--- src/dram_params.svh ---
// Width, burst and timing constants for the SDRAM controller; include wherever sizes are needed.
`ifndef DRAM_PARAMS_SVH
`define DRAM_PARAMS_SVH

// data path.
`define DRAM_DQ_W      32
`define DRAM_BE_W      4

// address split: column low, then bank, then row.
`define DRAM_COL_W     8
`define DRAM_ROW_W     12
`define DRAM_BANK_W    2
`define DRAM_ADDR_W    22

// memory timing, all in clk0 cycles.
`define DRAM_CAS_LAT   5
`define DRAM_TRCD      3
`define DRAM_TRP       3
`define DRAM_TRFC      10
`define DRAM_REFI      400
`define DRAM_INIT_CYC  50

// command and write data queues.
`define DRAM_Q_DEPTH   8
`define DRAM_Q_AFULL   6

`endif
--- src/dram_pkg.sv ---
// Shared opcode, state and bus types for the SDRAM controller and its testbench.
`include "dram_params.svh"

package dram_pkg;

  // memory opcode, decoded into ras_n/cas_n/we_n at the top.
  typedef enum logic [2:0] {
    NOP  = 3'd0,
    ACT  = 3'd1,
    RD   = 3'd2,
    WR   = 3'd3,
    PRE  = 3'd4,
    PREA = 3'd5,
    REF  = 3'd6
  } dram_cmd_e;

  // one user command as held in the command queue.
  typedef struct packed {
    logic                    rnw;
    logic [`DRAM_ADDR_W-1:0] addr;
  } app_cmd_t;

  // one write burst of two beats with their byte enables.
  typedef struct packed {
    logic [`DRAM_DQ_W-1:0] data1;
    logic [`DRAM_DQ_W-1:0] data0;
    logic [`DRAM_BE_W-1:0] be1;
    logic [`DRAM_BE_W-1:0] be0;
  } wburst_t;

  // registered pin-side command and write data.
  typedef struct packed {
    dram_cmd_e               cmd;
    logic [`DRAM_BANK_W-1:0] ba;
    logic [`DRAM_ROW_W-1:0]  a;
    logic [`DRAM_DQ_W-1:0]   dq_out;
    logic [`DRAM_BE_W-1:0]   dm_n;
    logic                    dq_oe;
  } dram_bus_t;

  typedef enum logic [2:0] {
    INIT_WAIT,
    INIT_PREA,
    INIT_REF,
    IDLE,
    PRE_WAIT,
    ACT_WAIT,
    WR_BEAT1,
    REF_WAIT
  } seq_state_e;

endpackage

--- src/dram_controller.sv ---
// Top of the SDRAM controller: user port, queues, sequencer, read capture and pin decode.
`timescale 1ns/1ps
`include "dram_params.svh"

module dram_controller (
  input  logic                    clk0,
  input  logic                    rst_n,
  input  logic                    app_cmd_valid,
  input  logic                    app_cmd_rnw,
  input  logic [`DRAM_ADDR_W-1:0] app_cmd_addr,
  input  logic [`DRAM_DQ_W-1:0]   app_wr_data,
  input  logic [`DRAM_BE_W-1:0]   app_wr_be,
  input  logic [`DRAM_DQ_W-1:0]   dram_dq_in,
  output logic                    app_fifo_ready,
  output logic [`DRAM_DQ_W-1:0]   app_rd_data,
  output logic                    app_rd_valid,
  output logic                    phy_rdy,
  output logic                    dram_ras_n,
  output logic                    dram_cas_n,
  output logic                    dram_we_n,
  output logic [`DRAM_BANK_W-1:0] dram_ba,
  output logic [`DRAM_ROW_W-1:0]  dram_a,
  output logic [`DRAM_DQ_W-1:0]   dram_dq_out,
  output logic [`DRAM_BE_W-1:0]   dram_dm_n,
  output logic                    dram_dq_oe
);

  dram_pkg::app_cmd_t  cmd_head;
  dram_pkg::wburst_t   wr_head;
  dram_pkg::dram_bus_t dram_bus;
  logic                cmd_valid;
  logic                wr_valid;
  logic                cmd_pop;
  logic                wr_pop;
  logic                cmd_afull;
  logic                wr_afull;
  logic                rd_issue;

  assign app_fifo_ready = !(cmd_afull || wr_afull);

  dram_cmd_queue u_cmd_queue (
    .clk0      (clk0),
    .rst_n     (rst_n),
    .push      (app_cmd_valid),
    .push_data ('{rnw: app_cmd_rnw, addr: app_cmd_addr}),
    .pop       (cmd_pop),
    .cmd_head  (cmd_head),
    .not_empty (cmd_valid),
    .afull     (cmd_afull)
  );

  dram_wdata_queue u_wdata_queue (
    .clk0      (clk0),
    .rst_n     (rst_n),
    .wr_cmd    (app_cmd_valid && !app_cmd_rnw),
    .wr_data   (app_wr_data),
    .wr_be     (app_wr_be),
    .pop       (wr_pop),
    .wr_head   (wr_head),
    .not_empty (wr_valid),
    .afull     (wr_afull)
  );

  dram_sequencer u_sequencer (
    .clk0      (clk0),
    .rst_n     (rst_n),
    .cmd_head  (cmd_head),
    .cmd_valid (cmd_valid),
    .wr_head   (wr_head),
    .wr_valid  (wr_valid),
    .cmd_pop   (cmd_pop),
    .wr_pop    (wr_pop),
    .rd_issue  (rd_issue),
    .dram_bus  (dram_bus),
    .phy_rdy   (phy_rdy)
  );

  dram_read_capture u_read_capture (
    .clk0         (clk0),
    .rst_n        (rst_n),
    .rd_issue     (rd_issue),
    .dram_dq_in   (dram_dq_in),
    .app_rd_data  (app_rd_data),
    .app_rd_valid (app_rd_valid)
  );

  // standard SDRAM truth table, A10 high selects all banks on precharge.
  always_comb begin
    dram_a = dram_bus.a;
    case (dram_bus.cmd)
      dram_pkg::ACT: {dram_ras_n, dram_cas_n, dram_we_n} = 3'b011;
      dram_pkg::RD:  {dram_ras_n, dram_cas_n, dram_we_n} = 3'b101;
      dram_pkg::WR:  {dram_ras_n, dram_cas_n, dram_we_n} = 3'b100;
      dram_pkg::PRE: {dram_ras_n, dram_cas_n, dram_we_n} = 3'b010;
      dram_pkg::PREA: begin
        {dram_ras_n, dram_cas_n, dram_we_n} = 3'b010;
        dram_a[10] = 1'b1;
      end
      dram_pkg::REF: {dram_ras_n, dram_cas_n, dram_we_n} = 3'b001;
      default:       {dram_ras_n, dram_cas_n, dram_we_n} = 3'b111;
    endcase
  end

  assign dram_ba     = dram_bus.ba;
  assign dram_dq_out = dram_bus.dq_out;
  assign dram_dm_n   = dram_bus.dm_n;
  assign dram_dq_oe  = dram_bus.dq_oe;

endmodule

--- src/dram_read_capture.sv ---
// Read return path: times each RD by the CAS latency and hands both beats to the user.
`timescale 1ns/1ps
`include "dram_params.svh"

module dram_read_capture (
  input  logic                  clk0,
  input  logic                  rst_n,
  input  logic                  rd_issue,
  input  logic [`DRAM_DQ_W-1:0] dram_dq_in,
  output logic [`DRAM_DQ_W-1:0] app_rd_data,
  output logic                  app_rd_valid
);

  localparam int CL = `DRAM_CAS_LAT;

  // bit k is set k+1 cycles after an RD left the sequencer.
  logic [CL:0] rd_pipe;
  logic        beat_now;

  assign beat_now = rd_pipe[CL-1] || rd_pipe[CL];

  always_ff @(posedge clk0) begin
    if (!rst_n) begin
      rd_pipe      <= '0;
      app_rd_valid <= 1'b0;
    end else begin
      rd_pipe      <= {rd_pipe[CL-1:0], rd_issue};
      app_rd_valid <= beat_now;
    end
  end

  always_ff @(posedge clk0) begin
    if (beat_now) begin
      app_rd_data <= dram_dq_in;
    end
  end

  // back-to-back reads would overlap their beats on the data bus.
  assert property (@(posedge clk0) disable iff (!rst_n) rd_issue |=> !rd_issue);

endmodule

--- src/dram_sequencer.sv ---
// Sequencer that runs SDRAM init and refresh, tracks open rows and issues commands for the top.
`timescale 1ns/1ps
`include "dram_params.svh"

module dram_sequencer (
  input  logic                clk0,
  input  logic                rst_n,
  input  dram_pkg::app_cmd_t  cmd_head,
  input  logic                cmd_valid,
  input  dram_pkg::wburst_t   wr_head,
  input  logic                wr_valid,
  output logic                cmd_pop,
  output logic                wr_pop,
  output logic                rd_issue,
  output dram_pkg::dram_bus_t dram_bus,
  output logic                phy_rdy
);

  localparam int WAIT_W = $clog2(`DRAM_INIT_CYC + 1);
  localparam int REF_W  = $clog2(`DRAM_REFI);
  localparam int NBANK  = 1 << `DRAM_BANK_W;
  localparam dram_pkg::dram_bus_t BUS_IDLE = '{cmd: dram_pkg::NOP, default: '0};

  dram_pkg::seq_state_e    state;
  logic [WAIT_W-1:0]       wait_cnt;
  logic [REF_W-1:0]        ref_cnt;
  logic                    ref_pend;
  logic                    init_ref2;
  logic                    pre_all;
  logic                    rd_gap;
  logic [NBANK-1:0]        bank_open;
  logic [`DRAM_ROW_W-1:0]  open_row [NBANK];
  logic [`DRAM_DQ_W-1:0]   beat1_data;
  logic [`DRAM_BE_W-1:0]   beat1_be;
  logic [`DRAM_COL_W-1:0]  head_col;
  logic [`DRAM_BANK_W-1:0] head_ba;
  logic [`DRAM_ROW_W-1:0]  head_row;
  logic                    idle_free;
  logic                    row_hit;
  logic                    issue_rw;
  logic                    pre_go;
  logic                    act_go;
  logic                    wait_done;
  logic                    ref_tick;

  assign {head_row, head_ba, head_col} = cmd_head.addr;

  // a write may only go out once its burst sits in the data queue.
  assign idle_free = (state == dram_pkg::IDLE) && !ref_pend && !rd_gap && cmd_valid;
  assign row_hit   = bank_open[head_ba] && (open_row[head_ba] == head_row);
  assign issue_rw  = idle_free && row_hit && (cmd_head.rnw || wr_valid);
  assign pre_go    = idle_free && bank_open[head_ba] && !row_hit;
  assign act_go    = idle_free && !bank_open[head_ba];
  assign cmd_pop   = issue_rw;
  assign wr_pop    = issue_rw && !cmd_head.rnw;
  assign wait_done = (wait_cnt == '0);
  assign ref_tick  = phy_rdy && (ref_cnt == REF_W'(`DRAM_REFI - 1));

  always_ff @(posedge clk0) begin
    if (!rst_n) begin
      ref_cnt <= '0;
    end else if (phy_rdy) begin
      ref_cnt <= ref_tick ? '0 : ref_cnt + 1'b1;
    end
  end

  always_ff @(posedge clk0) begin
    if (act_go) begin
      open_row[head_ba] <= head_row;
    end
    if (issue_rw) begin
      beat1_data <= wr_head.data1;
      beat1_be   <= wr_head.be1;
    end
  end

  always_ff @(posedge clk0) begin
    if (!rst_n) begin
      state     <= dram_pkg::INIT_WAIT;
      wait_cnt  <= WAIT_W'(`DRAM_INIT_CYC - 1);
      ref_pend  <= 1'b0;
      init_ref2 <= 1'b0;
      pre_all   <= 1'b0;
      rd_gap    <= 1'b0;
      bank_open <= '0;
      phy_rdy   <= 1'b0;
      rd_issue  <= 1'b0;
      dram_bus  <= BUS_IDLE;
    end else begin
      dram_bus <= BUS_IDLE;
      rd_issue <= 1'b0;
      rd_gap   <= 1'b0;
      if (!wait_done) begin
        wait_cnt <= wait_cnt - 1'b1;
      end
      case (state)
        dram_pkg::INIT_WAIT: begin
          if (wait_done) begin
            dram_bus.cmd <= dram_pkg::PREA;
            wait_cnt     <= WAIT_W'(`DRAM_TRP - 1);
            state        <= dram_pkg::INIT_PREA;
          end
        end
        dram_pkg::INIT_PREA: begin
          if (wait_done) begin
            dram_bus.cmd <= dram_pkg::REF;
            wait_cnt     <= WAIT_W'(`DRAM_TRFC - 1);
            state        <= dram_pkg::INIT_REF;
          end
        end
        dram_pkg::INIT_REF: begin
          // two refreshes before the user traffic starts.
          if (wait_done && !init_ref2) begin
            dram_bus.cmd <= dram_pkg::REF;
            init_ref2    <= 1'b1;
            wait_cnt     <= WAIT_W'(`DRAM_TRFC - 1);
          end else if (wait_done) begin
            phy_rdy <= 1'b1;
            state   <= dram_pkg::IDLE;
          end
        end
        dram_pkg::IDLE: begin
          if (ref_pend && !rd_gap) begin
            dram_bus.cmd <= dram_pkg::PREA;
            pre_all      <= 1'b1;
            bank_open    <= '0;
            wait_cnt     <= WAIT_W'(`DRAM_TRP - 1);
            state        <= dram_pkg::PRE_WAIT;
          end else if (issue_rw && cmd_head.rnw) begin
            dram_bus.cmd <= dram_pkg::RD;
            dram_bus.ba  <= head_ba;
            dram_bus.a   <= `DRAM_ROW_W'(head_col);
            rd_issue     <= 1'b1;
            rd_gap       <= 1'b1;
          end else if (issue_rw) begin
            dram_bus.cmd    <= dram_pkg::WR;
            dram_bus.ba     <= head_ba;
            dram_bus.a      <= `DRAM_ROW_W'(head_col);
            dram_bus.dq_out <= wr_head.data0;
            dram_bus.dm_n   <= ~wr_head.be0;
            dram_bus.dq_oe  <= 1'b1;
            state           <= dram_pkg::WR_BEAT1;
          end else if (pre_go) begin
            dram_bus.cmd       <= dram_pkg::PRE;
            dram_bus.ba        <= head_ba;
            pre_all            <= 1'b0;
            bank_open[head_ba] <= 1'b0;
            wait_cnt           <= WAIT_W'(`DRAM_TRP - 1);
            state              <= dram_pkg::PRE_WAIT;
          end else if (act_go) begin
            dram_bus.cmd       <= dram_pkg::ACT;
            dram_bus.ba        <= head_ba;
            dram_bus.a         <= head_row;
            bank_open[head_ba] <= 1'b1;
            wait_cnt           <= WAIT_W'(`DRAM_TRCD - 1);
            state              <= dram_pkg::ACT_WAIT;
          end
        end
        dram_pkg::PRE_WAIT: begin
          // after a row miss, IDLE opens the new row.
          if (wait_done && pre_all) begin
            dram_bus.cmd <= dram_pkg::REF;
            ref_pend     <= 1'b0;
            wait_cnt     <= WAIT_W'(`DRAM_TRFC - 1);
            state        <= dram_pkg::REF_WAIT;
          end else if (wait_done) begin
            state <= dram_pkg::IDLE;
          end
        end
        dram_pkg::WR_BEAT1: begin
          dram_bus.dq_out <= beat1_data;
          dram_bus.dm_n   <= ~beat1_be;
          dram_bus.dq_oe  <= 1'b1;
          state           <= dram_pkg::IDLE;
        end
        default: begin
          if (wait_done) begin
            state <= dram_pkg::IDLE;
          end
        end
      endcase
      if (ref_tick) begin
        ref_pend <= 1'b1;
      end
    end
  end

  // column commands only reach a bank with an open row.
  assert property (@(posedge clk0) disable iff (!rst_n)
    (dram_bus.cmd inside {dram_pkg::RD, dram_pkg::WR}) |-> bank_open[dram_bus.ba]);

endmodule

--- src/dram_wdata_queue.sv ---
// Write data FIFO that pairs the two beats of each write command into one burst entry.
`timescale 1ns/1ps
`include "dram_params.svh"

module dram_wdata_queue (
  input  logic                  clk0,
  input  logic                  rst_n,
  input  logic                  wr_cmd,
  input  logic [`DRAM_DQ_W-1:0] wr_data,
  input  logic [`DRAM_BE_W-1:0] wr_be,
  input  logic                  pop,
  output dram_pkg::wburst_t     wr_head,
  output logic                  not_empty,
  output logic                  afull
);

  localparam int PTR_W = $clog2(`DRAM_Q_DEPTH);

  dram_pkg::wburst_t     mem [`DRAM_Q_DEPTH];
  logic [PTR_W-1:0]      wptr;
  logic [PTR_W-1:0]      rptr;
  logic [PTR_W:0]        count;
  logic                  beat1_pend;
  logic [`DRAM_DQ_W-1:0] data0_q;
  logic [`DRAM_BE_W-1:0] be0_q;

  // beat 0 arrives with the command, beat 1 one cycle later.
  always_ff @(posedge clk0) begin
    if (wr_cmd) begin
      data0_q <= wr_data;
      be0_q   <= wr_be;
    end
    if (beat1_pend) begin
      mem[wptr] <= '{data1: wr_data, data0: data0_q, be1: wr_be, be0: be0_q};
    end
  end

  always_ff @(posedge clk0) begin
    if (!rst_n) begin
      beat1_pend <= 1'b0;
      wptr       <= '0;
      rptr       <= '0;
      count      <= '0;
    end else begin
      beat1_pend <= wr_cmd;
      if (beat1_pend) begin
        wptr <= wptr + 1'b1;
      end
      if (pop) begin
        rptr <= rptr + 1'b1;
      end
      case ({beat1_pend, pop})
        2'b10:   count <= count + 1'b1;
        2'b01:   count <= count - 1'b1;
        default: count <= count;
      endcase
    end
  end

  assign wr_head   = mem[rptr];
  assign not_empty = (count != '0);
  assign afull     = (count >= (PTR_W + 1)'(`DRAM_Q_AFULL));

  // the cycle after a write belongs to its second beat.
  assert property (@(posedge clk0) disable iff (!rst_n) wr_cmd |=> !wr_cmd);

endmodule

--- src/dram_cmd_queue.sv ---
// Command FIFO between the user port and the sequencer, with an almost-full flag for back-pressure.
`timescale 1ns/1ps
`include "dram_params.svh"

module dram_cmd_queue (
  input  logic               clk0,
  input  logic               rst_n,
  input  logic               push,
  input  dram_pkg::app_cmd_t push_data,
  input  logic               pop,
  output dram_pkg::app_cmd_t cmd_head,
  output logic               not_empty,
  output logic               afull
);

  localparam int PTR_W = $clog2(`DRAM_Q_DEPTH);

  dram_pkg::app_cmd_t mem [`DRAM_Q_DEPTH];
  logic [PTR_W-1:0]   wptr;
  logic [PTR_W-1:0]   rptr;
  logic [PTR_W:0]     count;

  always_ff @(posedge clk0) begin
    if (push) begin
      mem[wptr] <= push_data;
    end
  end

  // pointers wrap on their own since the depth is a power of two.
  always_ff @(posedge clk0) begin
    if (!rst_n) begin
      wptr  <= '0;
      rptr  <= '0;
      count <= '0;
    end else begin
      if (push) begin
        wptr <= wptr + 1'b1;
      end
      if (pop) begin
        rptr <= rptr + 1'b1;
      end
      case ({push, pop})
        2'b10:   count <= count + 1'b1;
        2'b01:   count <= count - 1'b1;
        default: count <= count;
      endcase
    end
  end

  assign cmd_head  = mem[rptr];
  assign not_empty = (count != '0);
  assign afull     = (count >= (PTR_W + 1)'(`DRAM_Q_AFULL));

  // the sequencer only pops a head it has seen.
  assert property (@(posedge clk0) disable iff (!rst_n) pop |-> not_empty);
  // the ready level keeps the user from overfilling the queue.
  assert property (@(posedge clk0) disable iff (!rst_n)
    push |-> (count != (PTR_W + 1)'(`DRAM_Q_DEPTH)));

endmodule

--- config.mk ---
export PLATFORM = sky130hd
export DESIGN_NAME = dram_controller
export DESIGN_NICKNAME = d
export VERILOG_FILES = /design/src/dram_pkg.sv /design/src/dram_controller.sv /design/src/dram_read_capture.sv /design/src/dram_sequencer.sv /design/src/dram_wdata_queue.sv /design/src/dram_cmd_queue.sv
export VERILOG_INCLUDE_DIRS = /design/src
export SDC_FILE = /design/constraint.sdc
export NUM_CORES = 1
export LEC_CHECK = 0
export ABC_AREA = 1
export BUFFER_PORTS_ARGS = -buffer_cell sky130_fd_sc_hd__buf_2
export CORE_ASPECT_RATIO = 1.25
export CORE_MARGIN = 2
export CORE_UTILIZATION = 44
export DETAILED_ROUTE_END_ITERATION = 6
export PLACE_DENSITY_LB_ADDON = 0.2
export RECOVER_POWER = 25
export SYNTH_ARGS = -nofsm -noshare
export SYNTH_HDL_FRONTEND = slang
export SYNTH_SLANG_ARGS = --single-unit
--- constraint.sdc ---
create_clock -name clk0 -period 5.25 [get_ports clk0]
set_clock_uncertainty 0.05 [all_clocks]
set_input_delay 0.525 -clock clk0 [delete_from_list [all_inputs] [get_ports clk0]]
set_output_delay 0.525 -clock clk0 [all_outputs]
set_load 0.02 [all_outputs]
Word-level counts from Yosys, hierarchy flattened
Memories as Yosys holds them, arrays and structs flattened. A register that Yosys moved wholly into a read port is not among the register bits.
Cells that the tools add are included.
{"block": "totals", "ff_bits": 213, "ram_bits": 808, "inputBits": 94, "out_inout_bits": 89, "word_cells": 200, "mem_count": 3}
{"name": "u_wdata_queue.mem", "depth": 8, "width": 72, "rd": 1, "rd_ports_with_merged_regs": 1, "wr": 1, "line": "dram_wdata_queue.sv:19", "text": "dram_pkg::wburst_t mem [`DRAM_Q_DEPTH];"}
{"name": "u_cmd_queue.mem", "depth": 8, "width": 23, "rd": 1, "rd_ports_with_merged_regs": 1, "wr": 1, "line": "dram_cmd_queue.sv:18", "text": "dram_pkg::app_cmd_t mem [`DRAM_Q_DEPTH];"}
{"name": "u_sequencer.open_row", "depth": 4, "width": 12, "rd": 1, "rd_ports_with_merged_regs": 0, "wr": 1, "line": "dram_sequencer.sv:32", "text": "logic [`DRAM_ROW_W-1:0] open_row [NBANK];"}
{"block": "op_classes", "n_addsub": 10, "order_cmp": 4, "eq_ne": 24, "mux": 71, "n_bitwise": 9, "n_reduce_logical": 49}
{"cell": "2-to-1 mux 37 bit", "count": 3}
{"cell": "case mux 37 bit (2 select lines)", "count": 1}
{"cell": "2-to-1 mux 6 bit", "count": 10}
{"cell": "2-to-1 mux 3 bit", "count": 19}
{"cell": "2-to-1 mux 17 bit", "count": 2}
{"cell": "case mux 6 bit (5 select lines)", "count": 1}
{"cell": "2-to-1 mux 1 bit", "count": 20}
{"cell": "2-to-1 mux 4 bit", "count": 5}
{"cell": "case mux 3 bit (6 select lines)", "count": 1}
{"cell": "logical AND 1 bit", "count": 17}
{"cell": "case mux 4 bit (2 select lines)", "count": 2}
{"cell": "equality test 3 bit (second input constant)", "count": 5}
{"cell": "2-to-1 mux 15 bit", "count": 1}
{"cell": "case mux 3 bit (5 select lines)", "count": 1}
{"cell": "adder 3 x 1 -> 3 bit (second input constant)", "count": 4}
{"cell": "equality test 12 bit", "count": 1}
{"cell": "equality test 3 x 2 -> 1 bit (second input constant)", "count": 4}
{"cell": "2-to-1 mux 12 bit", "count": 1}
{"cell": "NOT 4 bit", "count": 3}
{"cell": "nonzero test 2 bit", "count": 5}
{"cell": "adder 9 x 1 -> 9 bit (second input constant)", "count": 1}
{"cell": "equality test 9 bit (second input constant)", "count": 1}
{"cell": "2-to-1 mux 9 bit", "count": 1}
{"cell": "OR reduction 3 bit", "count": 3}
{"cell": "31 further kinds", "count": 55}

Longest topological paths before layout
Gate-level depths: netlist of run 1.
{"block": "logic_depth", "word_depth": 11, "mapped_depth": 29, "mapped_depth_nobuf": 27}

Hierarchy
From an unflattened synthesis of run 1, not the netlist that was laid out.
{"block": "unflattened", "cells_unflattened": 3139, "area_unflattened_um2": 39833.2}
{"mod": "dram_wdata_queue", "instances": 1, "cells_per_inst": 1743, "area_per_inst_um2": 24159.4, "seq_area_each_um2": 18657.9}
{"mod": "dram_cmd_queue", "instances": 1, "cells_per_inst": 601, "area_per_inst_um2": 7825.0, "seq_area_each_um2": 5785.5}
{"mod": "dram_sequencer", "instances": 1, "cells_per_inst": 725, "area_per_inst_um2": 6628.9, "seq_area_each_um2": 4144.0}
{"mod": "dram_read_capture", "instances": 1, "cells_per_inst": 55, "area_per_inst_um2": 1161.1, "seq_area_each_um2": 1101.1}
{"mod": "dram_controller", "instances": 1, "cells_per_inst": 15, "area_per_inst_um2": 58.8, "seq_area_each_um2": 0.0}

Worst setup path before layout of run 1
Ideal clock, no wire load.
{"block": "synth_path", "path_kind": "reg-to-reg", "startpoint": "register u_wdata_queue.beat1_pend", "endpoint": "memory u_wdata_queue.mem[0][0] in the netlist's numbering (enable)", "t_arrival_ns": 3.748, "t_required_ns": 4.697, "path_slack_ns": 0.949, "stages_incl_launch_ff": 4, "n_path_buf": 0, "period_less_slack_ns": 4.301, "cell_sequence": "dfxtp_1 inv_1 or2_2 nor2_1"}
{"block": "synth_between", "elab_chain_len": 2}
{"item": "from (decl)", "line": "dram_wdata_queue.sv:23", "text": "logic beat1_pend;"}
{"item": "from (signal assigned)", "line": "dram_wdata_queue.sv:45", "text": "beat1_pend <= wr_cmd;"}
{"item": "2-to-1 mux 1 bit", "line": "dram_wdata_queue.sv:33", "text": "if (beat1_pend) begin"}
{"item": "2-to-1 mux 1 bit (not written as such)", "line": "dram_wdata_queue.sv:34", "text": "mem[wptr] <= '{data1: wr_data, data0: data0_q, be1: wr_be, be0: be0_q};"}
{"item": "to (decl)", "line": "dram_wdata_queue.sv:19"}
Every way passes these cells.

==> results of run 1 <==
==> cells in the final DEF (no fill, tap or decap), drive strengths merged, types with 40 or more instances in the layout <==
master / n
dfxtp: 115
buf: 179
inv: 108
clkbuf: 183
a21oi: 87
nand2: 433
o22ai: 81
o21ai: 366
a31oi: 40
nand3: 150
edfxtp: 912
nor2: 593
==> stage by stage <==
stage / cells / instance area (µm²) / utilization / hold slack, ps / total power, mW
2_1_floorplan: 3238 / 40200 / - / 340 / 9.41
6_report: 4669 / 45800 / 0.508 / 92.6 / 17.0
4_1_cts: 4668 / 45900 / 0.509 / 30.4 / 17.1
3_5_place_dp: 4443 / 42000 / 0.466 / 351 / 9.59
5_1_grt: 4668 / 45800 / 0.508 / 95.8 / 17.5
3_3_place_gp: 4443 / 42000 / 0.466 / 346 / 9.58
==> layout make-up <==
class / instances / area [µm²] / area share
clock buffer: 124 / 2680 / 0.0584
antenna: 1 / 2.50 / 0.0000546
tap: 1187 / 1490 / 0.0324
timing repair buffer: 270 / 1640 / 0.0358
sequential: 1027 / 29700 / 0.648
clock inverter: 69 / 836 / 0.0183
multi-input combinational: 1889 / 9060 / 0.198
inverter: 102 / 398 / 0.00869
==> sequential cells by signal, summed over array words and instances (netlist names), 4 cells and up, named ones only <==
name and cells:
u_cmd_queue.count 4, u_sequencer.wait_cnt 6, u_cmd_queue.mem 184, u_sequencer.ref_cnt 9, u_wdata_queue.be0_q 4, u_wdata_queue.mem 576, u_sequencer.open_row 48, u_sequencer.bank_open 4
u_read_capture.app_rd_data 32, u_sequencer.dram_bus 54, u_read_capture.rd_pipe 6, u_wdata_queue.data0_q 32, u_sequencer.beat1_be 4, u_sequencer.beat1_data 32, u_wdata_queue.count 4
==> cell families after synthesis <==
logic type | synth area share
flip-flops | 0.739
XOR/XNOR | 0.00131
buffers and inverters | 0.0375
adder cells (fa/ha/maj) | 0.00517
AO/OA/AOI/OAI | 0.0916
AND/OR/NAND/NOR | 0.125
==> power by group through the flow <==
stage	clock network [mW]	registers, mW	logic (mW)
floorplan	0	9.21	0.203
global placement	0	9.21	0.368
detailed placement	0	9.22	0.374
CTS	7.69	9.04	0.394
global route	7.99	9.05	0.433
finish	7.54	9.04	0.382
==> layer usage <==
metal,track usage,vias up,part of all wire
li1,-,11800,-
met1,0.267,12200,0.43
met3,0.0376,164,0.057
met5,0,-,0.0014
met2,0.343,620,0.49
met4,0.0584,22,0.023
==> worst paths after layout <==
check | slack [ps] | depth (start not counted) | startpoint | end
worst min register to register | 350 | 2 | u_read_capture.rd_pipe[0] | u_read_capture.rd_pipe[1]
worst max register to register | 1050 | 24 | register | u_wdata_queue.count[2]
worst min-delay path | 90 | 3 | app_cmd_valid | u_cmd_queue.wptr[2]
worst max-delay path | 1050 | 24 | register | u_wdata_queue.count[2]
==> worst max-delay path, cell delays in order, from the launching register on <==
cell	delay, ps
sky130_fd_sc_hd__dfxtp_1	390
sky130_fd_sc_hd__inv_2	360
sky130_fd_sc_hd__nand3_4	340
sky130_fd_sc_hd__nand2_4	430
sky130_fd_sc_hd__nand2_1	100
sky130_fd_sc_hd__nand2_1	70
sky130_fd_sc_hd__nand2_1	60
sky130_fd_sc_hd__nand3_1	170
sky130_fd_sc_hd__nand2_1	70
sky130_fd_sc_hd__nor2_1	100
sky130_fd_sc_hd__nand2_1	70
sky130_fd_sc_hd__nor2_2	150
sky130_fd_sc_hd__nand2_1	140
sky130_fd_sc_hd__nor3_4	250
sky130_fd_sc_hd__nand2_1	180
sky130_fd_sc_hd__inv_1	110
sky130_fd_sc_hd__ha_1	200
sky130_fd_sc_hd__nand2_1	70
sky130_fd_sc_hd__inv_1	80
sky130_fd_sc_hd__nor2_1	60
sky130_fd_sc_hd__ha_1	180
sky130_fd_sc_hd__a21oi_1	150
sky130_fd_sc_hd__xor2_1	80
sky130_fd_sc_hd__o21ai_0	150
sky130_fd_sc_hd__inv_1	50
==> reports/metrics.csv, run 1 <==
metric;value;unit
wire_length_of_the_first_global_routing_pass;145000;µm
dpl_ws;1090;ps
p_sw;3.50;mW
clk_latency;680;ps
worst_ep_arrival_time;4700;ps
setup_total_negative_slack;0;ps
postSynthNetCount;3348;
startpoint_type;register;
worst_ir_drop_vdd;258;µV
timing_worst_setup_path_type;reg -> reg;
cts_hold_repair.buffers;32;
synthesis.instances;3238;
grt_start_max_net_pins;142;
netlist.top_cell.by_area;sky130_fd_sc_hd__edfxtp_1;
floorplan.die_area;93700;µm²
report.final.slew_viol_count;0;
slew-limit-headroom;0.233;
clk_pin_slew;60;ps
clockRootBuffer;sky130_fd_sc_hd__clkbuf_16;
cts-root-to-sink-buffers;3;
die_width;274;µm
timing_hold_violations_final;0;
design.final.nets;3502;
sw_frac_of_total;0.206;
worst_setup_path_end_kind;register;
cts_htree_levels;3;
die_h;342;µm
rsz0062_at_grt;no;
floorplan.io_pins;183;
synth.avg_cell_area;12.4;µm²
synth_cell_types;51;
antenna_violating_nets_post_route;0;
max_freq;238;MHz
tritoncts;built;
detailed_route_iter0_violations;2076;
synth.yosys.warnings;0;
total_cts_buffers;102;
globalRouteTotalUtil;0.203;
grt_antenna_before_repair;12;
synth_edf_count;912;
synth_most_common_cell;sky130_fd_sc_hd__edfxtp_1;
critical_path.max_fanout;35;
synthToLayoutAreaGrowth;14.0;%
detailed_place_hpwl;51900;µm
synth_async_sr_flop_share;0;
seq_power_share;0.533;
fraction_of_the_yosys_area_taken_by_sequential_cells;0.739;
hold_class;in -> reg;
vias;24900;
buffer_ports.inserted;182;
largest_cells_by_area_after_synthesis;sky130_fd_sc_hd__edfxtp_1 (68%), sky130_fd_sc_hd__dfxtp_1 (5.7%), sky130_fd_sc_hd__nor2_1 (5.5%), sky130_fd_sc_hd__o21ai_0 (4.5%), sky130_fd_sc_hd__nand2_1 (4.0%);
post_cts_resize_count;0;
post-cts-setup-buffers;0;
period_utilization_post_route;0.800;
least_margin_pin_slew;1150;ps
timing.max_cap.violations;0;
wire_per_inst;20.5;µm
routed_wl;95500;µm
combPwrFrac;0.023;
synth_ff_type;sky130_fd_sc_hd__edfxtp_1;
synth.cell_area;40200;µm²
fp.coreArea;90200;µm²
power_report.internal_total;13.5;mW
floorplan.rows;123;
viasPerCell;5.33;
final_layout_size_suffix_gt1_frac;0.123;
power_leakage;16.0;nW
weighted_congestion_reported_at_the_end_of_routability_driven_placement;0.855;
p_clk_frac;0.444;
timing.final.setup_violations;0;
n_fill_cell;7815;
yosysTopAreaCellShare;0.682;
ys_ff_latch;1027;
first_global_vias;24300;
floorplan.initialDensity;0.445;
power.density_cell_area;370;nW/µm²
grt_remaining_overflow;0;
detailedRoute.firstPassIterationCount;7;
required;5760;ps
number_of_drc_violations_after_detailed_routing;0;
netlist_top_cells_count;sky130_fd_sc_hd__edfxtp_1 (912), sky130_fd_sc_hd__nor2_1 (587), sky130_fd_sc_hd__nand2_1 (431), sky130_fd_sc_hd__o21ai_0 (361), sky130_fd_sc_hd__nand3_1 (144);
min_period;4200;ps
setup_ws;1050;ps
cts.sinks;1027;
status;complete, no violations;
No activity file was read; power rests on OpenSTA's default activity.
==> run 2, diff against run 1 <==
==> constraint.sdc (replaced) <==
create_clock -name clk0 -period 4.4 [get_ports clk0]
set_clock_uncertainty 0.05 [all_clocks]
set_input_delay 0.44 -clock clk0 [delete_from_list [all_inputs] [get_ports clk0]]
set_output_delay 0.44 -clock clk0 [all_outputs]
set_load 0.02 [all_outputs]
==> reports/metrics.csv, run 2 (synthesized netlist as in run 1, its figures left out) <==
metric;value;unit
least_margin_pin_slew;1190;ps
period_utilization_post_route;0.906;
status;complete, no violations;
total_cts_buffers;104;
timing_worst_setup_path_type;reg -> reg;
worst_ir_drop_vdd;336;µV
clk_latency;690;ps
clockRootBuffer;sky130_fd_sc_hd__clkbuf_16;
setup_total_negative_slack;0;ps
cts-root-to-sink-buffers;3;
total_power;20.1;mW
report.final.slew_viol_count;0;
min_period;3990;ps
number_of_drc_violations_after_detailed_routing;0;
final_common_cell;sky130_fd_sc_hd__edfxtp_1;
grt_start_max_net_pins;223;
worst_setup_path_end_kind;register;
hold_class;in -> reg;
slew-limit-headroom;0.206;
cts.sinks;1027;
cts_htree_levels;3;
weighted_congestion_reported_at_the_end_of_routability_driven_placement;0.849;
routed_wl;96900;µm
antenna_violating_nets_post_route;0;
final_layout_size_suffix_gt1_frac;0.120;
floorplan.io_pins;183;
vias;25400;
critical_path.max_fanout;35;
n_fill_cell;7851;
globalRouteTotalUtil;0.206;
grt_remaining_overflow;0;
floorplan.die_area;93700;µm²
viasPerCell;5.35;
rsz0062_at_grt;no;
timing.max_cap.violations;0;
tritoncts;built;
design.final.nets;3577;
largest_reg_flops;576;
largestRegisters;u_wdata_queue.mem: 576 flops, u_cmd_queue.mem: 184 flops, u_sequencer.dram_bus: 54 flops;
detailed_route_iter0_violations;2151;
max_freq;251;MHz
detailed_place_hpwl;52100;µm
buffer_ports.inserted;182;
synthToLayoutAreaGrowth;15.7;%
floorplan.rows;123;
die_h;342;µm
clk_pin_slew;60;ps
layout.cells.most_common_list;sky130_fd_sc_hd__edfxtp_1 (912), sky130_fd_sc_hd__nor2_1 (569), sky130_fd_sc_hd__nand2_1 (431);
startpoint_type;register;
die_width;274;µm
fp.coreArea;90200;µm²
timing_hold_violations_final;0;
worst_ep_arrival_time;4510;ps
timing.final.setup_violations;0;
power_leakage;16.3;nW
power.density_cell_area;432;nW/µm²
detailedRoute.firstPassIterationCount;5;
required;4920;ps
floorplan.initialDensity;0.445;
first_global_vias;24900;
wire_per_inst;20.4;µm
grt_antenna_before_repair;9;
wire_length_of_the_first_global_routing_pass;147000;µm
largest_register;u_wdata_queue.mem;
[run 2: cell type report]
type	instances	area, µm²	area share
Antenna cell	2	5.00	0.000108
Clock buffer	134	2790	0.0600
Clock inverter	59	604	0.0130
Inverter	102	398	0.00857
Multi-Input combinational cell	1889	9070	0.195
Sequential cell	1027	29700	0.639
Tap cell	1187	1490	0.0320
Timing Repair Buffer	343	2400	0.0518
[run 2: path summary, 6_finish.rpt]
kind	startpoint	endpoint	slack, ps	cells after the start
setup / recovery	register	u_cmd_queue.count[3]	410	24
hold / removal	app_cmd_addr[4]	u_cmd_queue.mem[4][4]	130	1
setup reg to reg	register	u_cmd_queue.count[3]	410	24
hold reg to reg	u_read_capture.rd_pipe[1]	u_read_capture.rd_pipe[2]	370	2
[run 2: what timing repair did]
action	in CTS	in global routing
hold buffers	89	0
gates resized for setup	0	1
setup buffers	0	0
endpoints found under the hold margin	512	0
setup endpoints to repair	0	2
[run 2: worst max-delay path: stages (launching register included)]
cell                       delay [ps]
sky130_fd_sc_hd__dfxtp_2          480
sky130_fd_sc_hd__inv_2            170
sky130_fd_sc_hd__nand2_1           90
sky130_fd_sc_hd__nand3_1          110
sky130_fd_sc_hd__nand3_4          180
sky130_fd_sc_hd__nand2_4          240
sky130_fd_sc_hd__nor2_1           270
sky130_fd_sc_hd__nand2_1           70
sky130_fd_sc_hd__nand2_1           60
sky130_fd_sc_hd__nor2_1            70
sky130_fd_sc_hd__a21oi_1          150
sky130_fd_sc_hd__nand3_1          110
sky130_fd_sc_hd__nor2_2           160
sky130_fd_sc_hd__nand2_1          150
sky130_fd_sc_hd__nor3_4           210
sky130_fd_sc_hd__ha_1             240
sky130_fd_sc_hd__ha_1             270
sky130_fd_sc_hd__nand2_1           80
sky130_fd_sc_hd__nor2_1            40
sky130_fd_sc_hd__a211oi_1         230
sky130_fd_sc_hd__nor2_1            70
sky130_fd_sc_hd__nor2_1            90
sky130_fd_sc_hd__nand2_1           70
sky130_fd_sc_hd__o21ai_0          140
sky130_fd_sc_hd__a21oi_1           60
[run 2: metal layers]
| metal | track usage | share of wire | vias up | routed length, µm |
|---|---|---|---|---|
| met3 | 0.0301 | 0.053 | 170 | 5110 |
| met4 | 0.0753 | 0.030 | 12 | 2890 |
| met1 | 0.271 | 0.43 | 12500 | 41500 |
| met2 | 0.347 | 0.49 | 686 | 47300 |
| met5 | 0 | 0.00083 | - | 80 |
| li1 | - | - | 12000 | - |
[run 2: where the power goes]
| group | switching (mW) | internal [mW] | leakage (nW) |
|---|---|---|---|
| Sequential | 0.0684 | 10.7 | 9.17 |
| Clock | 3.73 | 5.02 | 1.65 |
| Combinational | 0.342 | 0.170 | 5.52 |
| Total | 4.14 | 15.9 | 16.3 |
[run 2: metrics by stage]
stage / cells / setup WS [ps] / cell area (µm²) / hold WS [ps] / util
CTS: 4741 / 366 / 46500 / 3.70 / 0.516
finish: 4743 / 414 / 46400 / 129 / 0.515
floorplan: 3238 / 99.3 / 40200 / 340 / -
global placement: 4459 / 449 / 42200 / 346 / 0.468
global route: 4742 / 35.7 / 46400 / 130 / 0.515
detailed placement: 4459 / 367 / 42200 / 358 / 0.468
